==> config.mk <==
export PLATFORM = sky130hd
export DESIGN_NAME = mpi_endpoint
export DESIGN_NICKNAME = d
export VERILOG_FILES = /design/src/rtl/mpi_pkg.sv /design/src/rtl/noc_flit_if.sv /design/src/rtl/mpi_packet_buffer.sv /design/src/rtl/mpi_bus_regs.sv /design/src/rtl/mpi_tx_framer.sv /design/src/rtl/mpi_rx_reader.sv /design/src/rtl/mpi_ctrl_responder.sv /design/src/rtl/mpi_endpoint.sv
export SDC_FILE = /design/constraint.sdc
export NUM_CORES = 1
export LEC_CHECK = 0
export BUFFER_PORTS_ARGS = -buffer_cell sky130_fd_sc_hd__buf_2
export CAP_MARGIN = 20
export CELL_PAD_IN_SITES_DETAIL_PLACEMENT = 1
export CELL_PAD_IN_SITES_GLOBAL_PLACEMENT = 2
export CORE_ASPECT_RATIO = 0.75
export CORE_MARGIN = 5
export CORE_UTILIZATION = 53
export CTS_BUF_LIST = sky130_fd_sc_hd__clkbuf_8 sky130_fd_sc_hd__clkbuf_16
export DETAILED_ROUTE_END_ITERATION = 8
export MAX_ROUTING_LAYER = met4
export PLACE_DENSITY = 0.85
export SYNTH_ARGS = -nofsm -noshare
export SYNTH_HDL_FRONTEND = slang
export SYNTH_SLANG_ARGS = --single-unit
==> constraint.sdc <==
create_clock -name clk -period 11.8 [get_ports clk]
set_input_delay 0.59 -clock clk [delete_from_list [all_inputs] [get_ports clk]]
set_output_delay 0.59 -clock clk [all_outputs]
set_load 0.02 [all_outputs]
==> src/rtl/mpi_pkg.sv <==
////////////////////////////////////////
// MPI endpoint shared definitions
// Widths, register slots, control flit
// fields and the size counter helper
////////////////////////////////////////

package mpi_pkg;

  // Flit and bus data width
  localparam int flit_w = 32;

  typedef logic [flit_w-1:0] flit_t;
  typedef logic [31:0]       bus_addr_t;

  // Register slot, decoded from address bits 5:2
  typedef enum logic [1:0] {
    sel_fifo,
    sel_ctrl,
    sel_other
  } reg_sel_t;

  ////////////////////////////////////////
  // Control message layout
  ////////////////////////////////////////

  // Class field 26:24 marks a control message
  localparam logic [2:0] ctrl_class     = 3'b111;
  localparam int         ctrl_class_lsb = 24;
  // Source 31:27, destination 23:19
  localparam int         ctrl_src_lsb   = 27;
  localparam int         ctrl_dst_lsb   = 19;
  // Set in a reply, clear in a request
  localparam int         ctrl_reply_bit  = 0;
  // Enable state carried back in a reply
  localparam int         ctrl_enable_bit = 1;

  // Counter width able to hold 0..depth, never below 1
  function automatic int size_w_f(input int depth);
    int w;
    w = $clog2(depth + 1);
    return (w < 1) ? 1 : w;
  endfunction

endpackage

==> src/rtl/noc_flit_if.sv <==
////////////////////////////////////////
// NoC flit stream
// Valid/ready link with a last marker
////////////////////////////////////////

`timescale 1ns/10ps

interface noc_flit_if;
  import mpi_pkg::*;

  flit_t flit;
  logic  last;
  logic  valid;
  logic  ready;

  // Source holds flit and last while valid waits for ready
  modport source (output flit, output last, output valid, input ready);

  modport sink (input flit, input last, input valid, output ready);

endinterface

==> src/rtl/mpi_packet_buffer.sv <==
////////////////////////////////////////
// Full-packet flit buffer
// Releases a packet only once all of it
// is stored, reports head packet size
////////////////////////////////////////

`timescale 1ns/10ps

module mpi_packet_buffer #(
  parameter int buf_depth = 16
) (
  input  logic                                    clk,
  input  logic                                    rst,
  noc_flit_if.sink                                fill,
  noc_flit_if.source                              drain,
  output logic [mpi_pkg::size_w_f(buf_depth)-1:0] packet_size
);
  import mpi_pkg::*;

  localparam int               size_w    = size_w_f(buf_depth);
  localparam int               ptr_w     = size_w_f(buf_depth - 1);
  localparam logic [ptr_w-1:0] last_slot = ptr_w'(buf_depth - 1);

  // Flit store and the matching last markers
  flit_t                 mem [buf_depth];
  logic [buf_depth-1:0]  last_mem;

  logic [ptr_w-1:0]  wr_ptr;
  logic [ptr_w-1:0]  rd_ptr;
  // Flits stored, and complete packets stored
  logic [size_w-1:0] fill_count;
  logic [size_w-1:0] pkt_count;

  logic push;
  logic pop;

  assign push = fill.valid && fill.ready;
  assign pop  = drain.valid && drain.ready;

  assign fill.ready  = (fill_count != size_w'(buf_depth));
  // Head is only offered once a whole packet sits in the store
  assign drain.valid = (pkt_count != '0);
  assign drain.flit  = mem[rd_ptr];
  assign drain.last  = last_mem[rd_ptr];

  always_ff @(posedge clk) begin
    if (push) begin
      mem[wr_ptr]      <= fill.flit;
      last_mem[wr_ptr] <= fill.last;
    end
  end

  always_ff @(posedge clk) begin
    if (rst) begin
      wr_ptr     <= '0;
      rd_ptr     <= '0;
      fill_count <= '0;
      pkt_count  <= '0;
    end else begin
      if (push) begin
        wr_ptr <= (wr_ptr == last_slot) ? '0 : wr_ptr + 1'b1;
      end
      if (pop) begin
        rd_ptr <= (rd_ptr == last_slot) ? '0 : rd_ptr + 1'b1;
      end
      case ({push, pop})
        2'b10:   fill_count <= fill_count + 1'b1;
        2'b01:   fill_count <= fill_count - 1'b1;
        default: fill_count <= fill_count;
      endcase
      // Packet boundaries in and out
      case ({push && fill.last, pop && drain.last})
        2'b10:   pkt_count <= pkt_count + 1'b1;
        2'b01:   pkt_count <= pkt_count - 1'b1;
        default: pkt_count <= pkt_count;
      endcase
    end
  end

  // Head packet size, scanning from the read pointer to the first last marker
  always_comb begin
    int   idx;
    logic found;
    packet_size = '0;
    found       = 1'b0;
    for (int i = 0; i < buf_depth; i++) begin
      idx = int'(rd_ptr) + i;
      if (idx >= buf_depth) begin
        idx = idx - buf_depth;
      end
      if (!found && (i < int'(fill_count))) begin
        packet_size = size_w'(i + 1);
        found       = last_mem[idx];
      end
    end
    // Partial packet only, nothing to report
    if (pkt_count == '0) begin
      packet_size = '0;
    end
  end

endmodule

==> src/rtl/mpi_bus_regs.sv <==
////////////////////////////////////////
// MPI bus register block
// Address decode, enable bit, status
// and error response
////////////////////////////////////////

`timescale 1ns/10ps

module mpi_bus_regs (
  input  logic               clk,
  input  logic               rst,
  input  mpi_pkg::bus_addr_t bus_addr,
  input  logic               bus_we,
  input  logic               bus_en,
  output mpi_pkg::flit_t     bus_data_out,
  output logic               bus_ack,
  output logic               bus_err,
  output logic               fifo_rd_en,
  output logic               fifo_wr_en,
  input  logic               rd_ack,
  input  mpi_pkg::flit_t     rd_data,
  input  logic               wr_ack,
  input  logic               tx_busy,
  input  logic               rx_avail,
  output logic               enabled
);
  import mpi_pkg::*;

  reg_sel_t sel;

  // Slot from word address bits 5:2
  always_comb begin
    case (bus_addr[5:2])
      4'h0:    sel = sel_fifo;
      4'h1:    sel = sel_ctrl;
      default: sel = sel_other;
    endcase
  end

  always_comb begin
    bus_ack      = 1'b0;
    bus_err      = 1'b0;
    bus_data_out = '0;
    fifo_rd_en   = 1'b0;
    fifo_wr_en   = 1'b0;
    if (bus_en) begin
      case (sel)
        sel_fifo: begin
          // Reads go to the ingress reader, writes to the egress framer
          fifo_rd_en   = !bus_we;
          fifo_wr_en   = bus_we;
          bus_ack      = bus_we ? wr_ack : rd_ack;
          bus_data_out = bus_we ? '0 : rd_data;
        end
        sel_ctrl: begin
          bus_ack = 1'b1;
          if (!bus_we) begin
            bus_data_out = {{(flit_w - 2){1'b0}}, tx_busy, rx_avail};
          end
        end
        default: bus_err = 1'b1;
      endcase
    end
  end

  // Enable is sticky once written
  always_ff @(posedge clk) begin
    if (rst) begin
      enabled <= 1'b0;
    end else if (bus_en && bus_we && (sel == sel_ctrl)) begin
      enabled <= 1'b1;
    end
  end

endmodule

==> src/rtl/mpi_tx_framer.sv <==
////////////////////////////////////////
// Egress framer
// Size word first, then that many flits
// pushed into the egress buffer
////////////////////////////////////////

`timescale 1ns/10ps

module mpi_tx_framer #(
  parameter int buf_depth = 16
) (
  input  logic           clk,
  input  logic           rst,
  input  logic           wr_en,
  input  mpi_pkg::flit_t wr_data,
  output logic           wr_ack,
  noc_flit_if.source     fill
);
  import mpi_pkg::*;

  localparam int size_w = size_w_f(buf_depth);

  typedef enum logic [1:0] {
    tx_idle,
    tx_first,
    tx_payload
  } tx_state_t;

  tx_state_t         state;
  tx_state_t         state_nxt;
  // Flits still owed to the current packet
  logic [size_w-1:0] remain;
  logic [size_w-1:0] remain_nxt;

  // Bus data goes straight to the buffer
  assign fill.flit = wr_data;
  assign fill.last = (remain == size_w'(1));

  always_comb begin
    state_nxt  = state;
    remain_nxt = remain;
    wr_ack     = 1'b0;
    fill.valid = 1'b0;
    case (state)
      tx_idle: begin
        if (wr_en) begin
          // Size write, acked at once
          wr_ack     = 1'b1;
          remain_nxt = wr_data[size_w-1:0];
          // Empty packet leaves nothing to send
          if (wr_data[size_w-1:0] != '0) begin
            state_nxt = tx_first;
          end
        end
      end
      tx_first, tx_payload: begin
        fill.valid = wr_en;
        // Ack waits for buffer space
        wr_ack     = wr_en && fill.ready;
        if (wr_en && fill.ready) begin
          remain_nxt = remain - 1'b1;
          state_nxt  = (remain == size_w'(1)) ? tx_idle : tx_payload;
        end
      end
      default: state_nxt = tx_idle;
    endcase
  end

  always_ff @(posedge clk) begin
    if (rst) begin
      state  <= tx_idle;
      remain <= '0;
    end else begin
      state  <= state_nxt;
      remain <= remain_nxt;
    end
  end

endmodule

==> src/rtl/mpi_rx_reader.sv <==
////////////////////////////////////////
// Ingress reader
// Serves packet size, then its flits,
// to bus reads
////////////////////////////////////////

`timescale 1ns/10ps

module mpi_rx_reader #(
  parameter int buf_depth = 16
) (
  input  logic                                    clk,
  input  logic                                    rst,
  input  logic                                    rd_en,
  input  logic [mpi_pkg::size_w_f(buf_depth)-1:0] packet_size,
  output logic                                    rd_ack,
  output mpi_pkg::flit_t                          rd_data,
  noc_flit_if.sink                                drain
);
  import mpi_pkg::*;

  typedef enum logic {
    rx_idle,
    rx_flit
  } rx_state_t;

  rx_state_t state;
  rx_state_t state_nxt;

  always_comb begin
    state_nxt   = state;
    rd_ack      = 1'b0;
    rd_data     = '0;
    drain.ready = 1'b0;
    case (state)
      rx_idle: begin
        if (rd_en) begin
          rd_ack = 1'b1;
          // Size of the waiting packet, zero when none
          if (drain.valid) begin
            rd_data = flit_t'(packet_size);
            if (packet_size != '0) begin
              state_nxt = rx_flit;
            end
          end
        end
      end
      rx_flit: begin
        if (rd_en) begin
          // Each read pops one flit
          rd_ack      = 1'b1;
          rd_data     = drain.flit;
          drain.ready = 1'b1;
          if (packet_size == 1) begin
            state_nxt = rx_idle;
          end
        end
      end
      default: state_nxt = rx_idle;
    endcase
  end

  always_ff @(posedge clk) begin
    if (rst) begin
      state <= rx_idle;
    end else begin
      state <= state_nxt;
    end
  end

endmodule

==> src/rtl/mpi_ctrl_responder.sv <==
////////////////////////////////////////
// Control message responder
// Strips control requests from ingress
// and merges replies between packets
////////////////////////////////////////

`timescale 1ns/10ps

module mpi_ctrl_responder (
  input  logic           clk,
  input  logic           rst,
  input  logic           enabled,
  input  mpi_pkg::flit_t noc_in_flit,
  input  logic           noc_in_last,
  input  logic           noc_in_valid,
  output logic           noc_in_ready,
  output mpi_pkg::flit_t noc_out_flit,
  output logic           noc_out_last,
  output logic           noc_out_valid,
  input  logic           noc_out_ready,
  noc_flit_if.source     rx_fill,
  noc_flit_if.sink       tx_drain
);
  import mpi_pkg::*;

  logic  pending;
  flit_t reply_flit;
  // Position trackers for both directions
  logic  rx_in_packet;
  logic  tx_in_packet;
  logic  is_req;
  logic  send_reply;
  flit_t reply_nxt;

  ////////////////////////////////////////
  // Ingress
  ////////////////////////////////////////

  // Single-flit request, only at a packet boundary
  assign is_req = !rx_in_packet && noc_in_last
               && (noc_in_flit[ctrl_class_lsb +: 3] == ctrl_class)
               && !noc_in_flit[ctrl_reply_bit];

  // Hold ingress while a reply is queued
  assign noc_in_ready  = !pending && rx_fill.ready;
  assign rx_fill.flit  = noc_in_flit;
  assign rx_fill.last  = noc_in_last;
  assign rx_fill.valid = noc_in_valid && !pending && !is_req;

  // Reply: swap source and destination, keep the middle bits
  always_comb begin
    reply_nxt                      = noc_in_flit;
    reply_nxt[ctrl_src_lsb +: 5]   = noc_in_flit[ctrl_dst_lsb +: 5];
    reply_nxt[ctrl_dst_lsb +: 5]   = noc_in_flit[ctrl_src_lsb +: 5];
    reply_nxt[ctrl_enable_bit]     = enabled;
    reply_nxt[ctrl_reply_bit]      = 1'b1;
  end

  ////////////////////////////////////////
  // Egress
  ////////////////////////////////////////

  // Reply only wins between egress packets
  assign send_reply     = pending && !tx_in_packet;
  assign noc_out_valid  = send_reply ? 1'b1 : tx_drain.valid;
  assign noc_out_flit   = send_reply ? reply_flit : tx_drain.flit;
  assign noc_out_last   = send_reply ? 1'b1 : tx_drain.last;
  assign tx_drain.ready = !send_reply && noc_out_ready;

  always_ff @(posedge clk) begin
    if (noc_in_valid && noc_in_ready && is_req) begin
      reply_flit <= reply_nxt;
    end
  end

  always_ff @(posedge clk) begin
    if (rst) begin
      pending      <= 1'b0;
      rx_in_packet <= 1'b0;
      tx_in_packet <= 1'b0;
    end else begin
      if (noc_in_valid && noc_in_ready && is_req) begin
        pending <= 1'b1;
      end else if (send_reply && noc_out_ready) begin
        pending <= 1'b0;
      end
      if (rx_fill.valid && rx_fill.ready) begin
        rx_in_packet <= !noc_in_last;
      end
      if (tx_drain.valid && tx_drain.ready) begin
        tx_in_packet <= !tx_drain.last;
      end
    end
  end

endmodule

==> src/rtl/mpi_endpoint.sv <==
////////////////////////////////////////
// MPI message endpoint, top level
// Bus slave with egress and ingress
// packet buffers and control replies
////////////////////////////////////////

`timescale 1ns/10ps

module mpi_endpoint #(
  parameter int buf_depth = 16
) (
  input  logic               clk,
  input  logic               rst,
  output mpi_pkg::flit_t     noc_out_flit,
  output logic               noc_out_last,
  output logic               noc_out_valid,
  input  logic               noc_out_ready,
  input  mpi_pkg::flit_t     noc_in_flit,
  input  logic               noc_in_last,
  input  logic               noc_in_valid,
  output logic               noc_in_ready,
  input  mpi_pkg::bus_addr_t bus_addr,
  input  logic               bus_we,
  input  logic               bus_en,
  input  mpi_pkg::flit_t     bus_data_in,
  output mpi_pkg::flit_t     bus_data_out,
  output logic               bus_ack,
  output logic               bus_err,
  output logic               irq
);
  import mpi_pkg::*;

  localparam int size_w = size_w_f(buf_depth);

  // Framer -> egress buffer -> responder
  noc_flit_if tx_fill ();
  noc_flit_if tx_drain ();
  // Responder -> ingress buffer -> reader
  noc_flit_if rx_fill ();
  noc_flit_if rx_drain ();

  logic              fifo_rd_en;
  logic              fifo_wr_en;
  logic              rd_ack;
  logic              wr_ack;
  flit_t             rd_data;
  logic              enabled;
  logic [size_w-1:0] rx_size;

  // Interrupt while a complete packet waits
  assign irq = rx_drain.valid;

  mpi_bus_regs u_bus_regs (
    .clk          (clk),
    .rst          (rst),
    .bus_addr     (bus_addr),
    .bus_we       (bus_we),
    .bus_en       (bus_en),
    .bus_data_out (bus_data_out),
    .bus_ack      (bus_ack),
    .bus_err      (bus_err),
    .fifo_rd_en   (fifo_rd_en),
    .fifo_wr_en   (fifo_wr_en),
    .rd_ack       (rd_ack),
    .rd_data      (rd_data),
    .wr_ack       (wr_ack),
    .tx_busy      (noc_out_valid),
    .rx_avail     (irq),
    .enabled      (enabled)
  );

  mpi_tx_framer #(.buf_depth(buf_depth)) u_tx_framer (
    .clk     (clk),
    .rst     (rst),
    .wr_en   (fifo_wr_en),
    .wr_data (bus_data_in),
    .wr_ack  (wr_ack),
    .fill    (tx_fill.source)
  );

  // Egress size is not needed downstream
  mpi_packet_buffer #(.buf_depth(buf_depth)) u_tx_buffer (
    .clk         (clk),
    .rst         (rst),
    .fill        (tx_fill.sink),
    .drain       (tx_drain.source),
    .packet_size ()
  );

  mpi_ctrl_responder u_ctrl_responder (
    .clk           (clk),
    .rst           (rst),
    .enabled       (enabled),
    .noc_in_flit   (noc_in_flit),
    .noc_in_last   (noc_in_last),
    .noc_in_valid  (noc_in_valid),
    .noc_in_ready  (noc_in_ready),
    .noc_out_flit  (noc_out_flit),
    .noc_out_last  (noc_out_last),
    .noc_out_valid (noc_out_valid),
    .noc_out_ready (noc_out_ready),
    .rx_fill       (rx_fill.source),
    .tx_drain      (tx_drain.sink)
  );

  mpi_packet_buffer #(.buf_depth(buf_depth)) u_rx_buffer (
    .clk         (clk),
    .rst         (rst),
    .fill        (rx_fill.sink),
    .drain       (rx_drain.source),
    .packet_size (rx_size)
  );

  mpi_rx_reader #(.buf_depth(buf_depth)) u_rx_reader (
    .clk         (clk),
    .rst         (rst),
    .rd_en       (fifo_rd_en),
    .packet_size (rx_size),
    .rd_ack      (rd_ack),
    .rd_data     (rd_data),
    .drain       (rx_drain.sink)
  );

endmodule

### Yosys cells after proc, flatten, opt, wreduce, memory -nomap -nowiden

Memory sizes are Yosys's and may differ from the RTL's. A register that Yosys moved wholly into a read port is not among the register bits.
Index checks and enable logic that the tools add are counted.

| operators by class | value |
|---|---|
| $add $sub $neg | 42 |
| $lt $le $gt $ge | 52 |
| multiplexer cells | 160 |
| eq/ne operators | 24 |
| bitwise gates (word level) | 1 |
| reductions and logical operators | 81 |

Operator list:

| kind | number |
|---|---|
| $mux 32 | 20 |
| $lt 32x6->1 const B | 15 |
| $ge 32x6->1 const B | 14 |
| $sub 32x6->32 const B | 14 |
| $pmux 32 s2 | 2 |
| $mux 1 | 75 |
| $bmux 1 s4 | 17 |
| $mux 4 | 16 |
| $pmux 5 s2 | 5 |
| $lt 4x5->1 const A | 8 |
| $logic_and 1x1->1 | 39 |
| $add 4x4->5 const B | 7 |
| $bwmux 16 | 2 |
| $mux 5 | 5 |
| $sub 5x1->5 const B | 5 |
| $logic_not 1->1 | 24 |
| $add 4x3->5 const B | 4 |
| $add 5x1->5 const B | 4 |
| $lt 3x5->1 const A | 4 |
| $lt 4x5->1 const B | 4 |
| $reduce_bool 5->1 | 4 |
| $add 4x1->4 const B | 4 |
| $eq 4x4->1 const B | 4 |
| $mux 2 | 7 |
| 25 further kinds | 57 |

| storage, ports and cells | value |
|---|---|
| output and inout bits | 70 |
| flip-flop bits (word level) | 111 |
| memories kept | 2 |
| logic and storage cells | 380 |
| bits in writable memories | 1024 |
| bits of input ports | 103 |

Memories:

| memory | depth | bits a word | rd ports | clocked after memory_dff | wr ports | line | RTL |
|---|---|---|---|---|---|---|---|
| u_rx_buffer.mem | 16 | 32 | 1 | 1 | 1 | mpi_packet_buffer.sv:25 | `flit_t mem [buf_depth];` |
| u_tx_buffer.mem | 16 | 32 | 1 | 1 | 1 | mpi_packet_buffer.sv:25 |  |

### Logic depth before layout (Yosys ltp)

Gate-level depths: netlist of the first run.

| logic depth | value |
|---|---|
| word-level depth | 58 |
| mapped depth | 16 |
| gate-level depth less buffers | 14 |

### Cells and area by module

A second synthesis of the first run with hierarchy kept.

| unflattened totals | value |
|---|---|
| cells, all modules | 2560 |
| area, all modules | 49169.7 µm² |

Modules (own cells, without submodules):

| module | seq. area each (µm²) | times used | area each (µm²) | cells an instance |
|---|---|---|---|---|
| mpi_packet_buffer at u_rx_buffer | 16295.6 | 1 | 22801.9 | 1106 |
| mpi_packet_buffer at u_tx_buffer | 16295.6 | 1 | 22624.2 | 1094 |
| mpi_ctrl_responder | 991.0 | 1 | 1891.8 | 120 |
| mpi_tx_framer | 140.1 | 1 | 833.3 | 99 |
| mpi_bus_regs | 20.0 | 1 | 634.4 | 86 |
| mpi_rx_reader | 20.0 | 1 | 384.1 | 55 |

### Worst setup path after synthesis of the first run

Ideal clock, no wire load.

| path | value |
|---|---|
| path type | reg2reg |
| start point | reg u_rx_buffer.fill_count[1] |
| end point | reg u_rx_buffer.last_mem[3], enable pin |
| slack | 6.980 ns |
| path buffers | 2 |
| arrival | 4.356 ns |
| data required time | 11.336 ns |
| cell stages (with the launch flop) | 9 |
| clock period less this slack | 4.820 ns |
| library setup time | 0.464 ns |
| path through | dfxtp_1 clkbuf_1 inv_1 ha_1 a31oi_1 and3_1 clkbuf_1 nand2_1 nor3_1 |

| on the way | value |
|---|---|
| longest elaborated chain between the ends | 2 |

Ends and longest elaborated chain:

| what | line | RTL |
|---|---|---|
| start: declaration | mpi_packet_buffer.sv:31 | `logic [size_w-1:0] fill_count;` |
| start signal: assignment | mpi_packet_buffer.sv:67 | `2'b10: fill_count <= fill_count + 1'b1;` |
| start signal: assignment | mpi_packet_buffer.sv:68 | `2'b01: fill_count <= fill_count - 1'b1;` |
| start signal: assignment | mpi_packet_buffer.sv:69 | `default: fill_count <= fill_count;` |
| $ne 5x5->1 | mpi_packet_buffer.sv:40 | `assign fill.ready = (fill_count != size_w'(buf_depth));` |
| $logic_and 1x1->1 | mpi_packet_buffer.sv:37 | `assign push = fill.valid && fill.ready;` |
| end signal: indexed assignment | mpi_packet_buffer.sv:49 | `last_mem[wr_ptr] <= fill.last;` |
| end: declaration | mpi_packet_buffer.sv:26 | `logic [buf_depth-1:0] last_mem;` |

Every way passes these cells.
A chain may end at the register's enable or synchronous reset.

### Worst setup path in the final report of the first run

| path | value |
|---|---|
| start point | reg u_rx_buffer.rd_ptr[1] |
| end point | out bus_data_out[1] |

| on the way | value |
|---|---|
| longest elaborated chain between the ends | 58 |
| elaborated cells between the ends (all ways) | 171 |
| classes of those cells | 29 x add/sub; 15 x order compare; 97 x mux; 30 x reduce/logical |

Ends and longest elaborated chain:

| what | line | RTL |
|---|---|---|
| start: declaration | mpi_packet_buffer.sv:29 | `logic [ptr_w-1:0] rd_ptr;` |
| start signal: assignment | mpi_packet_buffer.sv:64 | `rd_ptr <= (rd_ptr == last_slot) ? '0 : rd_ptr + 1'b1;` |
| parallel branches: the longest is 50 deep, another holds $sub 32x6->32 | n/a |  |
| $mux 5 (*) | mpi_packet_buffer.sv:91 | `if (!found && (i < int'(fill_count))) begin` |
| $mux 5 (*) | mpi_packet_buffer.sv:97 | `if (pkt_count == '0) begin` |
| $mux 5 (*) | mpi_rx_reader.sv:40 | `if (drain.valid) begin` |
| $mux 32 (*) | mpi_rx_reader.sv:37 | `if (rd_en) begin` |
| $pmux 32 s2 (*) | mpi_rx_reader.sv:35 | `case (state)` |
| $mux 32 (*) | mpi_bus_regs.sv:53 | `bus_data_out = bus_we ? '0 : rd_data;` |
| $pmux 32 s2 (*) | mpi_bus_regs.sv:47 | `case (sel)` |
| $mux 32 (*) | mpi_bus_regs.sv:46 | `if (bus_en) begin` |
| end: declaration | mpi_endpoint.sv:26 | `output mpi_pkg::flit_t bus_data_out,` |

Mark *: on every way between the ends. The select of a mux whose other input is x is not followed.

==> results of run 1 <==
-- area by class of cell --
| cell class | instances | area (µm²) | share of cell area, % |
|---|---|---|---|
| tap | 1140 | 1426 | 2.746 |
| clock buffer | 110 | 2719 | 5.235 |
| sequential | 1143 | 33780 | 65.04 |
| multi-input combinational | 884 | 11900 | 22.91 |
| antenna | 14 | 35.03 | 0.06745 |
| inverter | 38 | 142.6 | 0.2746 |
| timing repair buffer | 195 | 1160 | 2.233 |
| clock inverter | 86 | 774.5 | 1.491 |
-- per-layer routing --
metal / GRT usage (%) / wire length, µm
met1: 36.49 / 47420
met2: 40.38 / 56840
met3: 6.212 / 9905
met4: 6.405 / 2911
met5: - / 0
-- kinds of logic after synthesis --
group | Yosys count
AO/OA/AOI/OAI | 123
flip-flops | 1143
adder cells (fa/ha/maj) | 41
AND/OR/NAND/NOR | 267
multiplexers | 422
buffers and inverters | 153
XOR/XNOR | 31
-- placed cells by master (no fill, tap or decap), drive strengths merged, types with 11 or more instances in the layout --
master,n
mux4,350
a21oi,52
mux2i,30
nor2,96
and3,31
nand2,37
inv,62
edfxtp,1087
nor3,27
bufinv,11
ha,38
buf,195
mux2,42
diode,14
clkbuf,110
nand3,13
xor2,22
clkinv,47
o21ai,15
or3,11
dfxtp,56
-- metrics by stage --
step           instances  util, %  hold WS, ns
2_1_floorplan       2180        -       0.4091
3_3_place_gp        3397    56.22       0.4497
3_5_place_dp        3397    56.22       0.4611
4_1_cts             3593    60.28       0.2407
5_1_grt             3610    60.40       0.2509
6_report            3610    60.40       0.2770
-- path summary, 6_finish.rpt --
path	startpoint	end	slack, ns	depth (start not counted)
worst max-delay path	u_rx_buffer.rd_ptr[1]	bus_data_out[1]	6.07	12
worst min register to register	u_bus_regs.enabled	u_ctrl_responder.reply_flit[1]	0.48	0
worst min-delay path	bus_data_in[17]	u_tx_buffer.mem[11][17]	0.28	1
worst max register to register	u_rx_buffer.rd_ptr[1]	u_rx_reader.state	7.31	12
-- power by group --
group          leakage, nW  internal (mW)  switching, mW
registers             10.3           4.46         0.0150
logic                 4.35         0.0584          0.132
clock network         1.79           1.92           1.51
total                 16.4           6.44           1.65
-- state kept, by name, summed over array words and instances, names as in the netlist, 5 cells and up, named ones only --
signal / flops
u_tx_framer.remain: 5
u_rx_buffer.mem: 512
u_rx_buffer.last_mem: 16
u_rx_buffer.fill_count: 5
u_tx_buffer.mem: 512
u_tx_buffer.fill_count: 5
u_ctrl_responder.reply_flit: 31
u_rx_buffer.pkt_count: 5
u_tx_buffer.last_mem: 16
u_tx_buffer.pkt_count: 5
-- critical path: stages, from the launching register on --
cell,delay (ns)
dfxtp_1,0.31
buf_4,0.34
inv_1,0.21
ha_1,0.99
mux2_2,0.43
mux4_2,0.52
mux2i_1,0.22
o221a_4,0.24
o2111a_1,0.25
a32oi_1,0.15
or4_1,0.43
a21oi_1,0.19
buf_2,0.20
==> results by group, run 1 <==
Detailed routing
  – Average via count per standard cell: 6.442
  – Number of vias in the routed layout: 23256
  – Routed wirelength normalized by instance count: 32.43 µm
  – Wire length after detailed routing: 117100 µm
  – First DRT Iteration DRCs: 2985
  – Post-DRT Antenna Nets: 0
  – Residual DRC: 0
  – First-pass DRT Iterations: 5

Clocking
  – Clock latency reported for the late side of the worst-skew pair: 0.68 ns
  – Worst-case clock buffer depth: 3
  – Post-CTS Resized: 0
  – Clock tree from TritonCTS: built
  – Num CTS Buffers: 106
  – Clock edge transition at the registers on the reported setup and hold paths: 0.07 ns
  – Clock tree sinks: 1143
  – Post-CTS setup buffer count: 0
  – Clock Tree Root: clkbuf_16
  – Count of hold buffers inserted by post-cts repair: 0
  – CTS HTree Levels: 3

STA
  – Tmin final: 5.729 ns
  – Highest clock frequency the design can meet: 174.5 MHz
  – Unrepaired setup endpoints after global routing: false
  – Final TNS setup: 0 ns
  – Slew at the pin with the worst max-slew slack: 1.121 ns
  – Max-slew headroom at the worst pin: 25.27%
  – Final-report max-slew violation count: 0
  – Number of endpoints with negative hold slack in the final report: 0
  – Setup slack of the critical path after layout: 6.071 ns
  – Maximum clock skew at final layout: 0.04557 ns
  – Final critical-path share of the clock period: 48.55%
  – Setup violation total in the final timing report: 0

Synth
  – Portion of the post-synthesis area used by sequential elements: 73.29%
  – Dominant combinational cell family by area after synthesis: multiplexers
  – Top cell type by total area after synthesis: edfxtp_1
  – Synthesized netlist net count: 2324
  – Cell variety after synth: 80
  – Biggest area contributors in the synthesized netlist: edfxtp_1 71%, mux4_2 17%, dfxtp_1 2.4%
  – Compound-cell area share of the yosys netlist: 1.768%
  – Ranking of synthesized cells by instance count: 1087 x edfxtp_1, 342 x mux4_2, 96 x nor2_1, 76 x clkbuf_1, 56 x dfxtp_1
  – Instance count of the mapped netlist: 2180
  – Most numerous cell in the Yosys netlist: edfxtp_1
  – Adder-cell share of the synthesized area: 1.162%
  – Count of flip-flops with a built-in enable after synthesis: 1087
  – Synth async-reset ratio: 0%
  – Register bit count reported by yosys: 1143
  – Top cell type's share of synthesized area: 70.85%
  – Warnings, synthesis: 0
  – Mean cell area of the mapped netlist: 21.13 µm²
  – Post-Synth XOR/XNOR Area: 0.5894%
  – Total standard cell area after synthesis: 0.04607 mm²
  – Mux cell area share after synthesis: 18.85%
  – Main synth FF type: edfxtp_1
  – Simple-gate share of the synthesized area: 2.928%

Power
  – Total power: 8.092 mW
  – Peak VDD IR: 0.1414 mV
  – Static Leakage: 16.41 nW
  – Cell area power density: 155.8 mW/mm²

Final layout
  – Synthesis-to-layout area growth: 12.74%
  – Number of nets in the finished design: 2512
  – Layout Cell Area excl Fill: 0.05194 mm²
  – Layout filler cell count: 7137
  – Fraction of final layout cells sized beyond drive strength 1: 32.49%

Global route
  – Antenna violations before repair: 18
  – Number of global-route vias before repair: 24585
  – Largest net degree at the start of global routing: 97
  – First-pass GRT wire length: 172200 µm
  – Total global-route track usage: 26.31%
  – Remaining global-route overflow: 0

Floorplan
  – Ports: 173
  – Initial cell density of the core: 53.57%
  – Die Y: 265.3 µm
  – Cell Rows: 93
  – Horizontal extent of the die: 350.4 µm
  – Die Footprint: 0.09298 mm²
  – CORE AREA: 0.08599 mm²

Setup path
  – Data required time at the worst endpoint: 11.21 ns
  – Data arrival time of the critical path: 5.14 ns
  – Worst setup path category: reg -> out
  – Critical Path End Type: primary output
  – Startpoint type of the worst setup path: flip-flop
  – Highest net fanout along the worst path: 25

Placed design
  – Number of port buffers: 144
  – Routability cong.: 0.8596
  – Post-DP HPWL: 65230 µm
  – Standard cell area after detailed placement: 0.04834 mm²
  – Worst slack after detailed placement: 6.809 ns

Outcome
  – Run status: complete, no violations

Min path
  – Path category of the worst min-delay check: in -> reg

Run
  – Max cap viols: 0
No activity file was read; power rests on OpenSTA's default activity.
==> inputs of run 2 (changes only) <==
Settings changed: CORE_UTILIZATION 53 to 49, PLACE_DENSITY 0.85 to 0.79.
Clock period 11.8 ns to 5.7 ns, I/O delays scaled along.
==> run 2 against run 1 <==
Effect of this change: non-clock buffer count increased by 68; cell area increased by 1.5%; register-to-register slack got worse by 5.6 ns; via count about the same; core utilization decreased by 3.9 points; clock-buffer cell count increased by 1; combinational power increased by 130%; largest power group unchanged; critical path type unchanged; sequential share of layout area decreased by 0.94 points.
==> results by group, run 2 (synthesis gave the netlist of run 1 again) <==
Outcome
  – Run status: complete, no violations

Clocking
  – Post-CTS setup buffer count: 0
  – Clock Tree Root: clkbuf_16
  – Clock tree sinks: 1143
  – CTS HTree Levels: 3
  – Num CTS Buffers: 107
  – Worst-case clock buffer depth: 3
  – Clock tree from TritonCTS: built
  – Clock edge transition at the registers on the reported setup and hold paths: 0.06 ns
  – Clock latency reported for the late side of the worst-skew pair: 0.70 ns

Global route
  – Global routing met1 resource utilization: 34.93%
  – Number of global-route vias before repair: 24570
  – Antenna violations before repair: 12
  – Most Crowded Layer GR: met2
  – Global-route track usage on met2: 36.29%
  – Largest net degree at the start of global routing: 111
  – First-pass GRT wire length: 169600 µm
  – Remaining global-route overflow: 0
  – Met3 Resource Use GR: 4.464%
  – Total global-route track usage: 24.03%

Final layout
  – Most frequent standard cell in the layout excluding fill and tap cells: edfxtp_1
  – Commonest cells after routing, fill and taps aside: 1087 x edfxtp_1, 342 x mux4_2, 144 x buf_2
  – Largest registers: u_rx_buffer.mem x512, u_tx_buffer.mem x512, u_ctrl_responder.reply_flit x31
  – Number of nets in the finished design: 2581
  – Fraction of final layout cells sized beyond drive strength 1: 31.62%
  – Post-route non-filler standard cell count: 3770
  – Synthesis-to-layout area growth: 14.40%

Detailed routing
  – Residual DRC: 0
  – First DRT Iteration DRCs: 2646
  – Post-DRT Antenna Nets: 0
  – Average via count per standard cell: 6.170
  – Routed wirelength normalized by instance count: 30.78 µm
  – Wire length after detailed routing: 116100 µm
  – Number of vias in the routed layout: 23260
  – First-pass DRT Iterations: 7

STA
  – Highest clock frequency the design can meet: 204.9 MHz
  – Final TNS setup: 0 ns
  – Unrepaired setup endpoints after global routing: false
  – Final-report max-slew violation count: 0
  – Slew at the pin with the worst max-slew slack: 1.127 ns
  – Setup violation total in the final timing report: 0
  – Tmin final: 4.880 ns
  – Final critical-path share of the clock period: 85.61%
  – Number of endpoints with negative hold slack in the final report: 0
  – Max-slew headroom at the worst pin: 24.72%
  – Maximum clock skew at final layout: 0.05286 ns

Setup path
  – Startpoint type of the worst setup path: flip-flop
  – Family with the most delay on the worst path: multiplexers
  – Buffers and inverters on the worst path: 2
  – Data arrival time of the critical path: 4.59 ns
  – Cells along the critical path: inv_1 -> ha_1 -> mux2_2 -> mux4_2 -> mux2i_1 -> o221a_4 -> o2111a_1 -> a32oi_1 -> or4_1 -> a21oi_1 -> buf_2
  – Highest net fanout along the worst path: 21
  – Worst setup path category: reg -> out
  – Critical Path End Type: primary output
  – Data required time at the worst endpoint: 5.41 ns
  – Largest stage delay, worst path: 0.92 ns
  – Slowest CP cell: ha_1

Floorplan
  – CORE AREA: 0.09333 mm²
  – Horizontal extent of the die: 364.1 µm
  – Cell Rows: 97
  – Initial cell density of the core: 49.36%
  – Die Y: 275.5 µm
  – Die Footprint: 0.1003 mm²
  – Ports: 173

Run
  – Max cap viols: 0

Power
  – Switching share of total power: 20.47%
  – Static Leakage: 16.68 nW
  – Peak VDD IR: 0.2891 mV
  – Clock power share: 41.9%
  – Cell area power density: 317.2 mW/mm²
  – Cell Int Power: 13.30 mW
  – Switching component of the power: 3.423 mW
  – Sequential share of power: 55.5%
  – Total power: 16.72 mW
  – Combinational group share of total power: 2.6%

Placed design
  – Post-DP HPWL: 67680 µm
  – Number of placed instances with taps included: 3504
  – Routability cong.: 0.8184
  – Number of port buffers: 144

Min path
  – Path category of the worst min-delay check: in -> reg
-- run 2: worst reg2reg max path: stages, from the launching register on --
cell,delay [ns]
dfxtp_1,0.34
inv_1,0.15
ha_1,0.92
mux2_2,0.41
mux4_2,0.51
mux2i_1,0.24
o221a_4,0.24
o2111ai_1,0.22
o311a_1,0.41
o31ai_2,0.09
mux2i_1,0.26
o31ai_2,0.09
-- run 2: per-stage QoR --
stage          hold slack (ns)  cell area (µm²)  setup slack, ns  utilization [%]
2_1_floorplan           0.3839            46070           0.8798                -
3_3_place_gp            0.4280            48570            1.588            52.04
3_5_place_dp            0.4227            48590            1.462            52.06
4_1_cts               0.006557            52680           0.7489            56.45
5_1_grt                0.01908            52700           0.5472            56.47
6_report               0.04333            52700           0.8201            56.47
-- run 2: layout make-up --
class	count	area (µm²)
well taps	1237	1548
inverters	38	142.6
multi-input cells	884	11900
flip-flops and latches	1143	33780
diodes	9	22.52
repair buffers	263	1829
fillers	7948	40630
clock inverters	85	737.0
clock buffers	111	2744
-- run 2: path summary, 6_finish.rpt --
check / end / cells after the start / slack (ns) / start
setup / recovery: bus_data_out[1] / 11 / 0.82 / u_rx_buffer.rd_ptr[0]
hold reg to reg: u_ctrl_responder.reply_flit[1] / 0 / 0.43 / u_bus_regs.enabled
hold / removal: u_tx_buffer.mem[3][0] / 1 / 0.04 / bus_data_in[0]
setup reg to reg: u_rx_reader.state / 11 / 1.67 / u_rx_buffer.rd_ptr[0]
-- run 2: per-layer routing --
layer  vias to the layer above  wire length (µm)
li1                       9636                 -
met1                     12485             50090
met2                       992             54640
met3                       147              9206
met4                         0              2114
met5                         -                 0
-- run 2: power groups by stage --
stage | Sequential (mW) | Clock [mW] | Combinational, mW
6_report | 9.27 | 7.01 | 0.436
4_1_cts | 9.27 | 7.13 | 0.437
3_5_place_dp | 9.45 | 0 | 0.399
5_1_grt | 9.27 | 7.55 | 0.471
2_1_floorplan | 9.44 | 0 | 0.187
3_3_place_gp | 9.44 | 0 | 0.372
-- run 2: what timing repair did --
action                    in CTS  in global routing
gates resized for setup        0                  0
hold endpoints to repair     910                  0
hold buffers                  61                  0
